===== src/include/mdioRegs_params.svh =====
// widths, register word indices and bus response codes for the MDIO register block
// include wherever a width, index or response code is needed

`ifndef MDIO_REGS_PARAMS_SVH
`define MDIO_REGS_PARAMS_SVH

// bus widths
`define AXI_ADDR_W   32
`define AXI_DATA_W   32

// word index taken from byte address bits [7:2]
`define REG_IDX_LSB  2
`define REG_IDX_W    6

// MDIO side widths
`define PHY_DATA_W   16
`define MDIO_FIELD_W 5

// software registers
`define IDX_USR_CTRL  6'h20
`define IDX_USR_WRITE 6'h21

// ==============================
// PHY shadow indices, word index equals MDIO register number
// ==============================
`define PHY_IDX_BASIC_CTRL 6'h00
`define PHY_IDX_BASIC_STAT 6'h01
`define PHY_IDX_IDENT_1    6'h02
`define PHY_IDX_IDENT_2    6'h03
`define PHY_IDX_ANEG_ADV   6'h04
`define PHY_IDX_ANEG_LP    6'h05
`define PHY_IDX_ANEG_EXP   6'h06
`define PHY_IDX_MODE_CTRL  6'h11
`define PHY_IDX_SPEC_MODES 6'h12
`define PHY_IDX_SYM_ERR    6'h1A
`define PHY_IDX_INDICATION 6'h1B
`define PHY_IDX_INTR_SRC   6'h1D
`define PHY_IDX_INTR_MASK  6'h1E
`define PHY_IDX_SPEC_CTRL  6'h1F

// AXI response codes
`define RESP_OKAY   2'b00
`define RESP_SLVERR 2'b10

`endif


===== src/logic/mdioRegsPkg.sv =====
// shared types for the MDIO register block
// modules pull these in with a wildcard import in their header

`include "mdioRegs_params.svh"

package mdioRegsPkg;

  // register word index, from the bus address
  typedef logic [`REG_IDX_W-1:0] regIdxT;

  // one MDIO register value
  typedef logic [`PHY_DATA_W-1:0] phyDataT;

  // PHY or register address field on the MDIO side
  typedef logic [`MDIO_FIELD_W-1:0] mdioFieldT;

  // ==============================
  // control word layout
  // ==============================
  // bit 0 enable, bit 1 write (1) or read (0)
  typedef struct packed {
    logic [`AXI_DATA_W-2*`MDIO_FIELD_W-3:0] unused;
    mdioFieldT                               regAddr;
    mdioFieldT                               phyAddr;
    logic                                    isWrite;
    logic                                    enable;
  } mdioCtrlFieldsT;

  // raw view for the bus, field view for the MDIO request
  typedef union packed {
    logic [`AXI_DATA_W-1:0] raw;
    mdioCtrlFieldsT         fields;
  } mdioCtrlU;

endpackage


===== src/logic/regBusIf.sv =====
// register access bus between the AXI4-Lite slave and the register file
// slave side drives the access, register file side answers combinationally

`timescale 1ns/1ps
`include "mdioRegs_params.svh"

interface regBusIf import mdioRegsPkg::*; ();

  // write path, commits on the edge where wrEn is high
  logic                   wrEn;
  regIdxT                 wrIdx;
  logic [`AXI_DATA_W-1:0] wrData;
  // high when wrIdx is not writable
  logic                   wrErr;

  // read path
  regIdxT                 rdIdx;
  logic [`AXI_DATA_W-1:0] rdData;

  modport slave (
    output wrEn, wrIdx, wrData, rdIdx,
    input  wrErr, rdData
  );

  modport regFile (
    input  wrEn, wrIdx, wrData, rdIdx,
    output wrErr, rdData
  );

endinterface


===== src/logic/phyShadowRegs.sv =====
// shadow copies of the implemented PHY registers
// loaded from engine reports, read back by word index

`timescale 1ns/1ps
`include "mdioRegs_params.svh"

module phyShadowRegs import mdioRegsPkg::*; (
  input  logic      axiClk,
  input  logic      rstN,
  // engine report
  input  mdioFieldT phyRegAddr,
  input  logic      phyDataValid,
  input  phyDataT   phyData,
  // read port
  input  regIdxT    rdIdx,
  output phyDataT   rdData,
  output logic      rdHit
);

  localparam int numPhyRegs = 14;

  // word index of each implemented register
  localparam regIdxT phyIdxTable [numPhyRegs] = '{
    `PHY_IDX_BASIC_CTRL, `PHY_IDX_BASIC_STAT, `PHY_IDX_IDENT_1,
    `PHY_IDX_IDENT_2,    `PHY_IDX_ANEG_ADV,   `PHY_IDX_ANEG_LP,
    `PHY_IDX_ANEG_EXP,   `PHY_IDX_MODE_CTRL,  `PHY_IDX_SPEC_MODES,
    `PHY_IDX_SYM_ERR,    `PHY_IDX_INDICATION, `PHY_IDX_INTR_SRC,
    `PHY_IDX_INTR_MASK,  `PHY_IDX_SPEC_CTRL
  };

  phyDataT shadowQ [numPhyRegs];

  // ==============================
  // load on matching report
  // ==============================
  // unimplemented addresses match nothing and are dropped
  always_ff @(posedge axiClk) begin
    if (!rstN) begin
      for (int i = 0; i < numPhyRegs; i++) begin
        shadowQ[i] <= '0;
      end
    end else if (phyDataValid) begin
      for (int i = 0; i < numPhyRegs; i++) begin
        if (regIdxT'(phyRegAddr) == phyIdxTable[i]) begin
          shadowQ[i] <= phyData;
        end
      end
    end
  end

  // read select plus hit for the register file mux
  always_comb begin
    rdData = '0;
    rdHit  = 1'b0;
    for (int i = 0; i < numPhyRegs; i++) begin
      if (rdIdx == phyIdxTable[i]) begin
        rdData = shadowQ[i];
        rdHit  = 1'b1;
      end
    end
  end

  // engine must present a clean address with each report
  aRptAddrKnown : assert property (@(posedge axiClk) disable iff (!rstN)
    phyDataValid |-> !$isunknown(phyRegAddr));

endmodule


===== src/logic/mdioRegFile.sv =====
// software registers and read mux for the MDIO register block
// drives the MDIO request from the control and write words

`timescale 1ns/1ps
`include "mdioRegs_params.svh"

module mdioRegFile import mdioRegsPkg::*; (
  input  logic      axiClk,
  input  logic      rstN,
  // engine reports
  input  mdioFieldT phyRegAddr,
  input  logic      phyDataValid,
  input  phyDataT   phyData,
  // register bus from the AXI slave
  regBusIf.regFile  regBus,
  // MDIO request
  output mdioFieldT mdioPhyAddr,
  output mdioFieldT mdioRegAddr,
  output logic      mdioWrite,
  output logic      mdioEn,
  output phyDataT   mdioWrData
);

  mdioCtrlU               ctrlQ;
  logic [`AXI_DATA_W-1:0] wrWordQ;
  logic                   ctrlSel;
  logic                   wrWordSel;
  phyDataT                shadowData;
  logic                   shadowHit;

  // ==============================
  // write decode
  // ==============================
  // only the two software words take writes
  assign ctrlSel      = (regBus.wrIdx == `IDX_USR_CTRL);
  assign wrWordSel    = (regBus.wrIdx == `IDX_USR_WRITE);
  assign regBus.wrErr = !(ctrlSel || wrWordSel);

  always_ff @(posedge axiClk) begin
    if (!rstN) begin
      ctrlQ.raw <= '0;
      wrWordQ   <= '0;
    end else if (regBus.wrEn && !regBus.wrErr) begin
      if (ctrlSel) begin
        ctrlQ.raw <= regBus.wrData;
      end
      if (wrWordSel) begin
        wrWordQ <= regBus.wrData;
      end
    end
  end

  // ==============================
  // MDIO request outputs
  // ==============================
  // field view of the stored word
  assign mdioRegAddr = ctrlQ.fields.regAddr;
  assign mdioPhyAddr = ctrlQ.fields.phyAddr;
  assign mdioWrite   = ctrlQ.fields.isWrite;
  assign mdioEn      = ctrlQ.fields.enable;
  // MDIO registers are 16 bits wide
  assign mdioWrData  = wrWordQ[`PHY_DATA_W-1:0];

  // PHY shadow bank
  phyShadowRegs uShadow (
    .axiClk       (axiClk),
    .rstN         (rstN),
    .phyRegAddr   (phyRegAddr),
    .phyDataValid (phyDataValid),
    .phyData      (phyData),
    .rdIdx        (regBus.rdIdx),
    .rdData       (shadowData),
    .rdHit        (shadowHit)
  );

  // ==============================
  // read mux
  // ==============================
  always_comb begin
    if (regBus.rdIdx == `IDX_USR_CTRL) begin
      regBus.rdData = ctrlQ.raw;
    end else if (regBus.rdIdx == `IDX_USR_WRITE) begin
      regBus.rdData = wrWordQ;
    end else if (shadowHit) begin
      // zero-extended shadow value
      regBus.rdData = {{(`AXI_DATA_W-`PHY_DATA_W){1'b0}}, shadowData};
    end else begin
      regBus.rdData = '0;
    end
  end

  // slave must never leave the write strobe floating
  aWrEnKnown : assert property (@(posedge axiClk) disable iff (!rstN)
    !$isunknown(regBus.wrEn));

endmodule


===== src/logic/axiLiteSlave.sv =====
// AXI4-Lite slave handshake, one transaction at a time
// turns bus writes and reads into accesses on the register bus

`timescale 1ns/1ps
`include "mdioRegs_params.svh"

module axiLiteSlave import mdioRegsPkg::*; (
  input  logic                   axiClk,
  input  logic                   rstN,
  // write address and data
  input  logic                   awValid,
  output logic                   awReady,
  input  logic [`AXI_ADDR_W-1:0] awAddr,
  input  logic                   wValid,
  output logic                   wReady,
  input  logic [`AXI_DATA_W-1:0] wData,
  // write response
  output logic                   bValid,
  output logic [1:0]             bResp,
  input  logic                   bReady,
  // read address
  input  logic                   arValid,
  output logic                   arReady,
  input  logic [`AXI_ADDR_W-1:0] arAddr,
  // read data
  output logic                   rValid,
  output logic [`AXI_DATA_W-1:0] rData,
  output logic [1:0]             rResp,
  input  logic                   rReady,
  regBusIf.slave                 regBus
);

  typedef enum logic [1:0] {
    idle,
    writeResp,
    readResp
  } stateT;

  stateT  state;
  regIdxT rdIdxQ;
  logic   busy;
  logic   acceptWr;
  logic   acceptRd;

  // ==============================
  // accept decode
  // ==============================
  // a handshake cycle is in progress while any ready is up
  assign busy     = awReady | arReady;
  // write wins when both are pending
  assign acceptWr = (state == idle) && !busy && awValid && wValid;
  assign acceptRd = (state == idle) && !busy && !(awValid && wValid) && arValid;

  // ==============================
  // register bus side
  // ==============================
  // master holds address and data until the ready cycle
  assign regBus.wrIdx  = awAddr[`REG_IDX_LSB +: `REG_IDX_W];
  assign regBus.wrData = wData;
  // commit on the handshake edge itself
  assign regBus.wrEn   = awReady & wReady;
  assign regBus.rdIdx  = rdIdxQ;

  // ==============================
  // control FSM
  // ==============================
  always_ff @(posedge axiClk) begin
    if (!rstN) begin
      state   <= idle;
      awReady <= 1'b0;
      wReady  <= 1'b0;
      arReady <= 1'b0;
      bValid  <= 1'b0;
      rValid  <= 1'b0;
    end else begin
      case (state)
        idle: begin
          if (awReady) begin
            // write handshake completes this cycle
            awReady <= 1'b0;
            wReady  <= 1'b0;
            bValid  <= 1'b1;
            state   <= writeResp;
          end else if (arReady) begin
            arReady <= 1'b0;
            rValid  <= 1'b1;
            state   <= readResp;
          end else if (acceptWr) begin
            awReady <= 1'b1;
            wReady  <= 1'b1;
          end else if (acceptRd) begin
            arReady <= 1'b1;
          end
        end
        writeResp: begin
          // hold response until master takes it
          if (bReady) begin
            bValid <= 1'b0;
            state  <= idle;
          end
        end
        readResp: begin
          if (rReady) begin
            rValid <= 1'b0;
            state  <= idle;
          end
        end
        default: state <= idle;
      endcase
    end
  end

  // ==============================
  // payload registers
  // ==============================
  always_ff @(posedge axiClk) begin
    if (acceptRd) begin
      rdIdxQ <= arAddr[`REG_IDX_LSB +: `REG_IDX_W];
    end
    // refused writes come back as SLVERR
    if (state == idle && awReady) begin
      bResp <= regBus.wrErr ? `RESP_SLVERR : `RESP_OKAY;
    end
    // read data frozen here until rReady
    if (state == idle && arReady) begin
      rData <= regBus.rdData;
      rResp <= `RESP_OKAY;
    end
  end

  // only one response channel active at a time
  aOneResp : assert property (@(posedge axiClk) disable iff (!rstN)
    !(bValid && rValid));

  // write response held under back-pressure
  aBValidHold : assert property (@(posedge axiClk) disable iff (!rstN)
    bValid && !bReady |=> bValid);

endmodule


===== src/logic/ethMdioRegs.sv =====
// top level of the MDIO register block
// AXI4-Lite slave ports in, MDIO request out, engine reports in

`timescale 1ns/1ps
`include "mdioRegs_params.svh"

module ethMdioRegs import mdioRegsPkg::*; (
  input  logic                   axiClk,
  input  logic                   rstN,
  // AXI4-Lite write
  input  logic                   awValid,
  output logic                   awReady,
  input  logic [`AXI_ADDR_W-1:0] awAddr,
  input  logic                   wValid,
  output logic                   wReady,
  input  logic [`AXI_DATA_W-1:0] wData,
  output logic                   bValid,
  output logic [1:0]             bResp,
  input  logic                   bReady,
  // AXI4-Lite read
  input  logic                   arValid,
  output logic                   arReady,
  input  logic [`AXI_ADDR_W-1:0] arAddr,
  output logic                   rValid,
  output logic [`AXI_DATA_W-1:0] rData,
  output logic [1:0]             rResp,
  input  logic                   rReady,
  // engine reports
  input  mdioFieldT              phyRegAddr,
  input  logic                   phyDataValid,
  input  phyDataT                phyData,
  // MDIO request
  output mdioFieldT              mdioPhyAddr,
  output mdioFieldT              mdioRegAddr,
  output logic                   mdioWrite,
  output logic                   mdioEn,
  output phyDataT                mdioWrData
);

  regBusIf regBus ();

  // ==============================
  // bus slave
  // ==============================
  axiLiteSlave uAxiSlave (
    .axiClk  (axiClk),
    .rstN    (rstN),
    .awValid (awValid),
    .awReady (awReady),
    .awAddr  (awAddr),
    .wValid  (wValid),
    .wReady  (wReady),
    .wData   (wData),
    .bValid  (bValid),
    .bResp   (bResp),
    .bReady  (bReady),
    .arValid (arValid),
    .arReady (arReady),
    .arAddr  (arAddr),
    .rValid  (rValid),
    .rData   (rData),
    .rResp   (rResp),
    .rReady  (rReady),
    .regBus  (regBus.slave)
  );

  // register file with shadow bank inside
  mdioRegFile uRegFile (
    .axiClk       (axiClk),
    .rstN         (rstN),
    .phyRegAddr   (phyRegAddr),
    .phyDataValid (phyDataValid),
    .phyData      (phyData),
    .regBus       (regBus.regFile),
    .mdioPhyAddr  (mdioPhyAddr),
    .mdioRegAddr  (mdioRegAddr),
    .mdioWrite    (mdioWrite),
    .mdioEn       (mdioEn),
    .mdioWrData   (mdioWrData)
  );

endmodule


===== config.mk =====
export PLATFORM = sky130hd
export DESIGN_NAME = ethMdioRegs
export DESIGN_NICKNAME = d
export VERILOG_FILES = /design/src/logic/mdioRegsPkg.sv /design/src/logic/regBusIf.sv /design/src/logic/phyShadowRegs.sv /design/src/logic/mdioRegFile.sv /design/src/logic/axiLiteSlave.sv /design/src/logic/ethMdioRegs.sv
export VERILOG_INCLUDE_DIRS = /design/src /design/src/include
export SDC_FILE = /design/constraint.sdc
export NUM_CORES = 1
export LEC_CHECK = 0
export BUFFER_PORTS_ARGS = -buffer_cell sky130_fd_sc_hd__buf_2
export CAP_MARGIN = 20
export CORE_MARGIN = 2
export CORE_UTILIZATION = 46
export DETAILED_ROUTE_END_ITERATION = 16
export PLACE_DENSITY_LB_ADDON = 0.25
export SYNTH_ARGS = -nofsm -noshare
export SYNTH_HDL_FRONTEND = slang
export SYNTH_HIERARCHICAL = 1
export SYNTH_SLANG_ARGS = --single-unit

===== constraint.sdc =====
create_clock -name axiClk -period 4.4 [get_ports axiClk]
set_input_delay 0.44 -clock axiClk [delete_from_list [all_inputs] [get_ports axiClk]]
set_output_delay 0.44 -clock axiClk [all_outputs]
set_load 0.005 [all_outputs]

# After elaboration in Yosys (flattened, before gate mapping)
# Memories as Yosys holds them, arrays and structs flattened.
# Index checks and enable logic that the tools add are counted.
# classes
add_sub_neg	0
magnitude_cmp	0
shift	0
n_reduce_logical	25
mul	0
bitwise_logic	17
div	0
n_eq_ne	39
mux	124
# ops
operator	n
$mux 16	29
$mux 1	85
$mux 32	2
$eq 6x5->1 const B	7
$eq 5x5->1 const B	7
$eq 6x6->1 const B	4
$eq 6x3->1 const B	3
$eq 5x3->1 const B	3
$or 1x1->1	15
$eq 6x2->1 const B	2
$eq 5x2->1 const B	2
$mux 2	5
$logic_and 1x1->1	9
$reduce_and 3->1	3
$eq 6x1->1 const B	1
$logic_not 6->1	1
$ne 2x1->1 const B	3
$ne 2x2->1 const B	3
$pmux 2 s3	1
$reduce_and 2->1	3
$reduce_bool 2->1	3
$eq 5x1->1 const B	1
$logic_not 5->1	1
$pmux 1 s2	2
other kinds (9)	10
# word_totals
ramBits	224
latchBits	0
memories	1
romBits	0
reg_bits	111
word_cells	217
# mem_list
memory	words	word_bits	read_ports	rd_clocked_by_memory_dff	write_ports	line_no	text
uRegFile.uShadow.shadowQ	14	16	14	0	14	phyShadowRegs.sv:31	phyDataT shadowQ [numPhyRegs];

# Depth between registers and ports, before layout
# logic_depth
depth_word	18
mapped_depth	10
ltp_nobuf	7

# Modules after synthesis
# The synthesis kept the hierarchy.
# by_module_without_submodules
mod	instances	cells_per_inst	area_each_um2
phyShadowRegs	1	768	9999.6
mdioRegFile	1	364	3311.9
axiLiteSlave	1	120	1868.0

# Least setup slack after synthesis
# No wires, ideal clock.
# synth_timing
path_kind	register -> register
startpoint	reg uAxiSlave.state[0]
endpoint	reg uAxiSlave.rData[0] (enable)
stages_incl_launch_ff	3
synth_period_minus_slack_ns	3.330
n_path_buf	1
slack_ns	1.070
setup_ns	0.468
arrival_time_ns	2.862
required_time_ns	3.932
path_cell_list	dfxtp_1 > buf_4 > nor3b_1
# synth_via
elab_chain_cells	2
# synth_lines
element	line_no	text
start, declared	axiLiteSlave.sv:39	stateT state;
start signal, assigned	axiLiteSlave.sv:69	state <= idle;
start signal, assigned	axiLiteSlave.sv:83	state <= writeResp;
start signal, assigned	axiLiteSlave.sv:87	state <= readResp;
$logic_not 2->1	axiLiteSlave.sv:125	if (state == idle && arReady) begin
$logic_and 1x1->1	axiLiteSlave.sv:125	
end signal, assigned	axiLiteSlave.sv:126	rData <= regBus.rdData;
end, declared	axiLiteSlave.sv:27	output logic [`AXI_DATA_W-1:0] rData,
# Every way passes these cells.
# A chain may end at the register's enable or synchronous reset.

# Final worst setup path
# layout_timing
startpoint	reg uAxiSlave.rdIdxQ[3], in the netlist uAxiSlave/regBus.rdIdx[3]
endpoint	reg uAxiSlave.rData[3] (data pin)
# layout_via
elab_chain_cells	18
# layout_lines
element	line_no	text
start, declared	axiLiteSlave.sv:40	regIdxT rdIdxQ;
start signal, assigned	axiLiteSlave.sv:118	rdIdxQ <= arAddr[`REG_IDX_LSB +: `REG_IDX_W];
$logic_not 6->1	phyShadowRegs.sv:56	if (rdIdx == phyIdxTable[i]) begin
$mux 16 (13 in a row)	phyShadowRegs.sv:56	
$mux 16 (*)	phyShadowRegs.sv:56	
via uRegFile.shadowData[3]	mdioRegFile.sv:28	phyDataT shadowData;
$mux 16 (*)	mdioRegFile.sv:84	end else if (shadowHit) begin
$mux 32 (*)	mdioRegFile.sv:82	end else if (regBus.rdIdx == `IDX_USR_WRITE) begin
$mux 32 (*)	mdioRegFile.sv:80	if (regBus.rdIdx == `IDX_USR_CTRL) begin
via regBus.rdData[3]	regBusIf.sv:18	logic [`AXI_DATA_W-1:0] rdData;
# The timed path passes the listed nets; every way through them passes the cells marked *.

==> impl_metrics.ini <==
[grt]
use_met2_pct = 35.1
first_global_vias = 9659
grt_use_met1_pct = 28.5
grt_pass1_wl_um = 54900
busiest_layer = met2
antenna_found_initial = 1
grt_overflow = 0
grt_use_total_pct = 20.9
grt_max_degree = 76
grt_use_met3_pct = 3.44

[worst_setup_path]
slowest_delay_ns = 0.76
critPathLaunchType = register
end_kind = register
path_max_fanout = 14
crit_top_cell = buf_4
r2r_end = uAxiSlave/rData[3]
worst-r2r-setup-slack_ns = 1.21
ff2ff_path_depth = 9
cp_top_family = compound AO/OA/AOI/OAI gates
worstPathRequired_ns = 4.64
cp_slowest_cell = edfxtp_1
critical_path_class = reg2reg
path_buf_inv = 2
cp.arrival_ns = 3.42
cp_cell_sequence = buf_4 -> buf_4 -> nor2_1 -> nand3b_1 -> o211ai_1 -> a221oi_1 -> o21ai_0 -> nand2_1 -> mux2i_1
reg2reg_from = uAxiSlave/regBus.rdIdx[3]

[floorplan]
io_pins = 194
die_w_um = 186
die_area_um2 = 34500
start_util_pct = 46.7
fp.coreArea_um2 = 32500
fp.dieH_um = 186
rows = 66

[sta]
hold_slack_ns = 0.0903
skew_ns = 0.0176
finalCritPeriodShare_pct = 72.5
maxSlewViolCount = 0
tightestPinTransition_ns = 0.956
hold_viol_final = 0
relSlewSlack_pct = 36.1
finalSetupTns_ns = 0
finalSetupViolCount = 0
grt_setup_unrepaired = false
min_period_ns = 3.19
fmax_mhz = 314

[finish]
area_growth_pct = 10.8
fillCellCount = 2921
final_common_cell = edfxtp_1
multi_input_area_um2 = 4800
design_area_um2 = 16800
final_nets = 1431
utilization_pct = 51.7
layout_common_cells = 263 x edfxtp_1, 199 x nor2_1, 174 x nand2_1
regArea_um2 = 9320
n_antenna_cell = 0
drive_gt1_share_pct = 19.2

[clocking]
path_clk_slew_ns = 0.06
root_buffer = clkbuf_16
cts_buffer_depth = 3
cts_buffers = 37
cts_resized = 0
cts_sinks = 334
htreeDepth = 2
clk_latency_ns = 0.52
holdBufCountCts = 0
cts_tree = done
post_cts_buffers = 0

[hold_path]
hold_start = arAddr[2]
hold_class = in2reg
hold_path_end = uAxiSlave/regBus.rdIdx[0]
hold_depth = 1

[place]
gp_congestion = 0.827
hpwl_um = 23800
io_buffers = 138
placed_area_um2 = 15700

[drt]
drc_errors = 0
vias_per_cell = 5.50
vias = 9761
wl_per_cell_um = 20.5
drt_iter0_drc = 759
wirelength_um = 36400
ant_nets = 0
first_pass_iters = 6

[yosys]
synthCells = 1252
synth.distinct_cells = 80
synth_top_cell_by_area = edfxtp_1
ys_seq_elements = 334
synth_area_per_cell_um2 = 12.1
synthTopCellsByArea = edfxtp_1 52%, dfxtp_1 9.4%, mux2i_1 8.9%
synth-edff-count = 263
synth_ff_type = edfxtp_1
ys_warn_count = 6
synth_top_area_share_pct = 52.0
seq_area_frac_synth_pct = 61.4
synth_area_um2 = 15200
synthArstFlopShare_pct = 0

[run_status]
status = completed

[pwr]
p_total_mw = 7.07
peakVddDrop_v = 0.000316
p_per_area_nw_per_um2 = 420
p_leak_nw = 6.40

[run]
max_cap_violations = 0
cells by family (layout without fill, tap and decap cells):
family / count (synthesis) / after routing / synth area share [%]
and+or+nand+nor: 460 / 460 / 13.8
DFF: 334 / 334 / 61.4
buffers and inverters: 179 / 258 / 7.18
muxes: 152 / 152 / 11.3
AOI/OAI and AO/OA: 125 / 125 / 6.28
other: 1 / 3 / 0.0247
xor gates and xnor gates: 1 / 1 / 0.0577
report_power, final:
part           total (mW)  switching (mW)  internal, mW
registers            3.65          0.0725          3.58
logic               0.512           0.332         0.181
clock network        2.91            1.21          1.71
state kept, by name (all words and copies together) (netlist names):
register                  count
uAxiSlave/regBus.rdIdx        6
uRegFile/uShadow/shadowQ    224
uRegFile/ctrlQ               32
uAxiSlave/state               2
uAxiSlave/wReady              1
uAxiSlave/rData              32
uAxiSlave/rValid              1
uAxiSlave/awReady             1
uAxiSlave/bValid              1
uAxiSlave/bResp               1
uRegFile/wrWordQ             32
uAxiSlave/arReady             1
metrics by stage:
step	std cells	setup WS (ns)
after detailed placement	1709	1.38
after CTS	1775	1.26
after global placement	1709	1.40
after global routing	1775	1.06
after floorplan	1254	1.07
final	1775	1.21
cell usage after synthesis, drive strengths merged (4+ instances only):
library cell / number
a2111oi: 5
a211oi: 8
a21oi: 7
a221oi: 8
a22o: 7
a22oi: 11
a32oi: 6
and3: 7
buf: 111
clkbuf: 44
dfxtp: 71
edfxtp: 263
inv: 24
mux2i: 135
mux4: 14
nand2: 174
nand2b: 7
nand3: 14
nand3b: 5
nor2: 201
nor2b: 15
nor3: 9
nor4: 4
o211ai: 16
o21ai: 19
o221ai: 8
o22ai: 7
o2bb2ai: 4
or3: 4
routing by layer:
layer | part of all wire [%] | routed length, um
met1 | 43 | 15800
met2 | 47 | 17300
met3 | 7.4 | 2710
met4 | 1.7 | 607
met5 | 0.036 | 13
worst max-delay path by stage:
| stage | from | endpoint | cells past startpoint |
|---|---|---|---|
| 6_report | uAxiSlave/regBus.rdIdx[3] | uAxiSlave/rData[3] | 9 |
| 5_1_grt | uAxiSlave/regBus.rdIdx[3] | uAxiSlave/rData[3] | 9 |
| 4_1_cts | uAxiSlave/regBus.rdIdx[3] | uAxiSlave/rData[3] | 9 |
| 3_5_place_dp | uAxiSlave/regBus.rdIdx[3] | uAxiSlave/rData[3] | 9 |
| 3_3_place_gp | uAxiSlave/regBus.rdIdx[3] | uAxiSlave/rData[3] | 9 |
| 2_1_floorplan | uAxiSlave/state[0] | uAxiSlave/rData[0] | 2 |
cell type report:
cell class                      instances  area share, %
Clock buffer                           54           6.20
Clock inverter                         12          0.550
Inverter                               24          0.535
Multi-Input combinational cell        741           28.5
Sequential cell                       334           55.4
Tap cell                              442           3.29
Timing Repair Buffer                  168           5.53
Note: power is estimated with default switching activity, not from simulation.
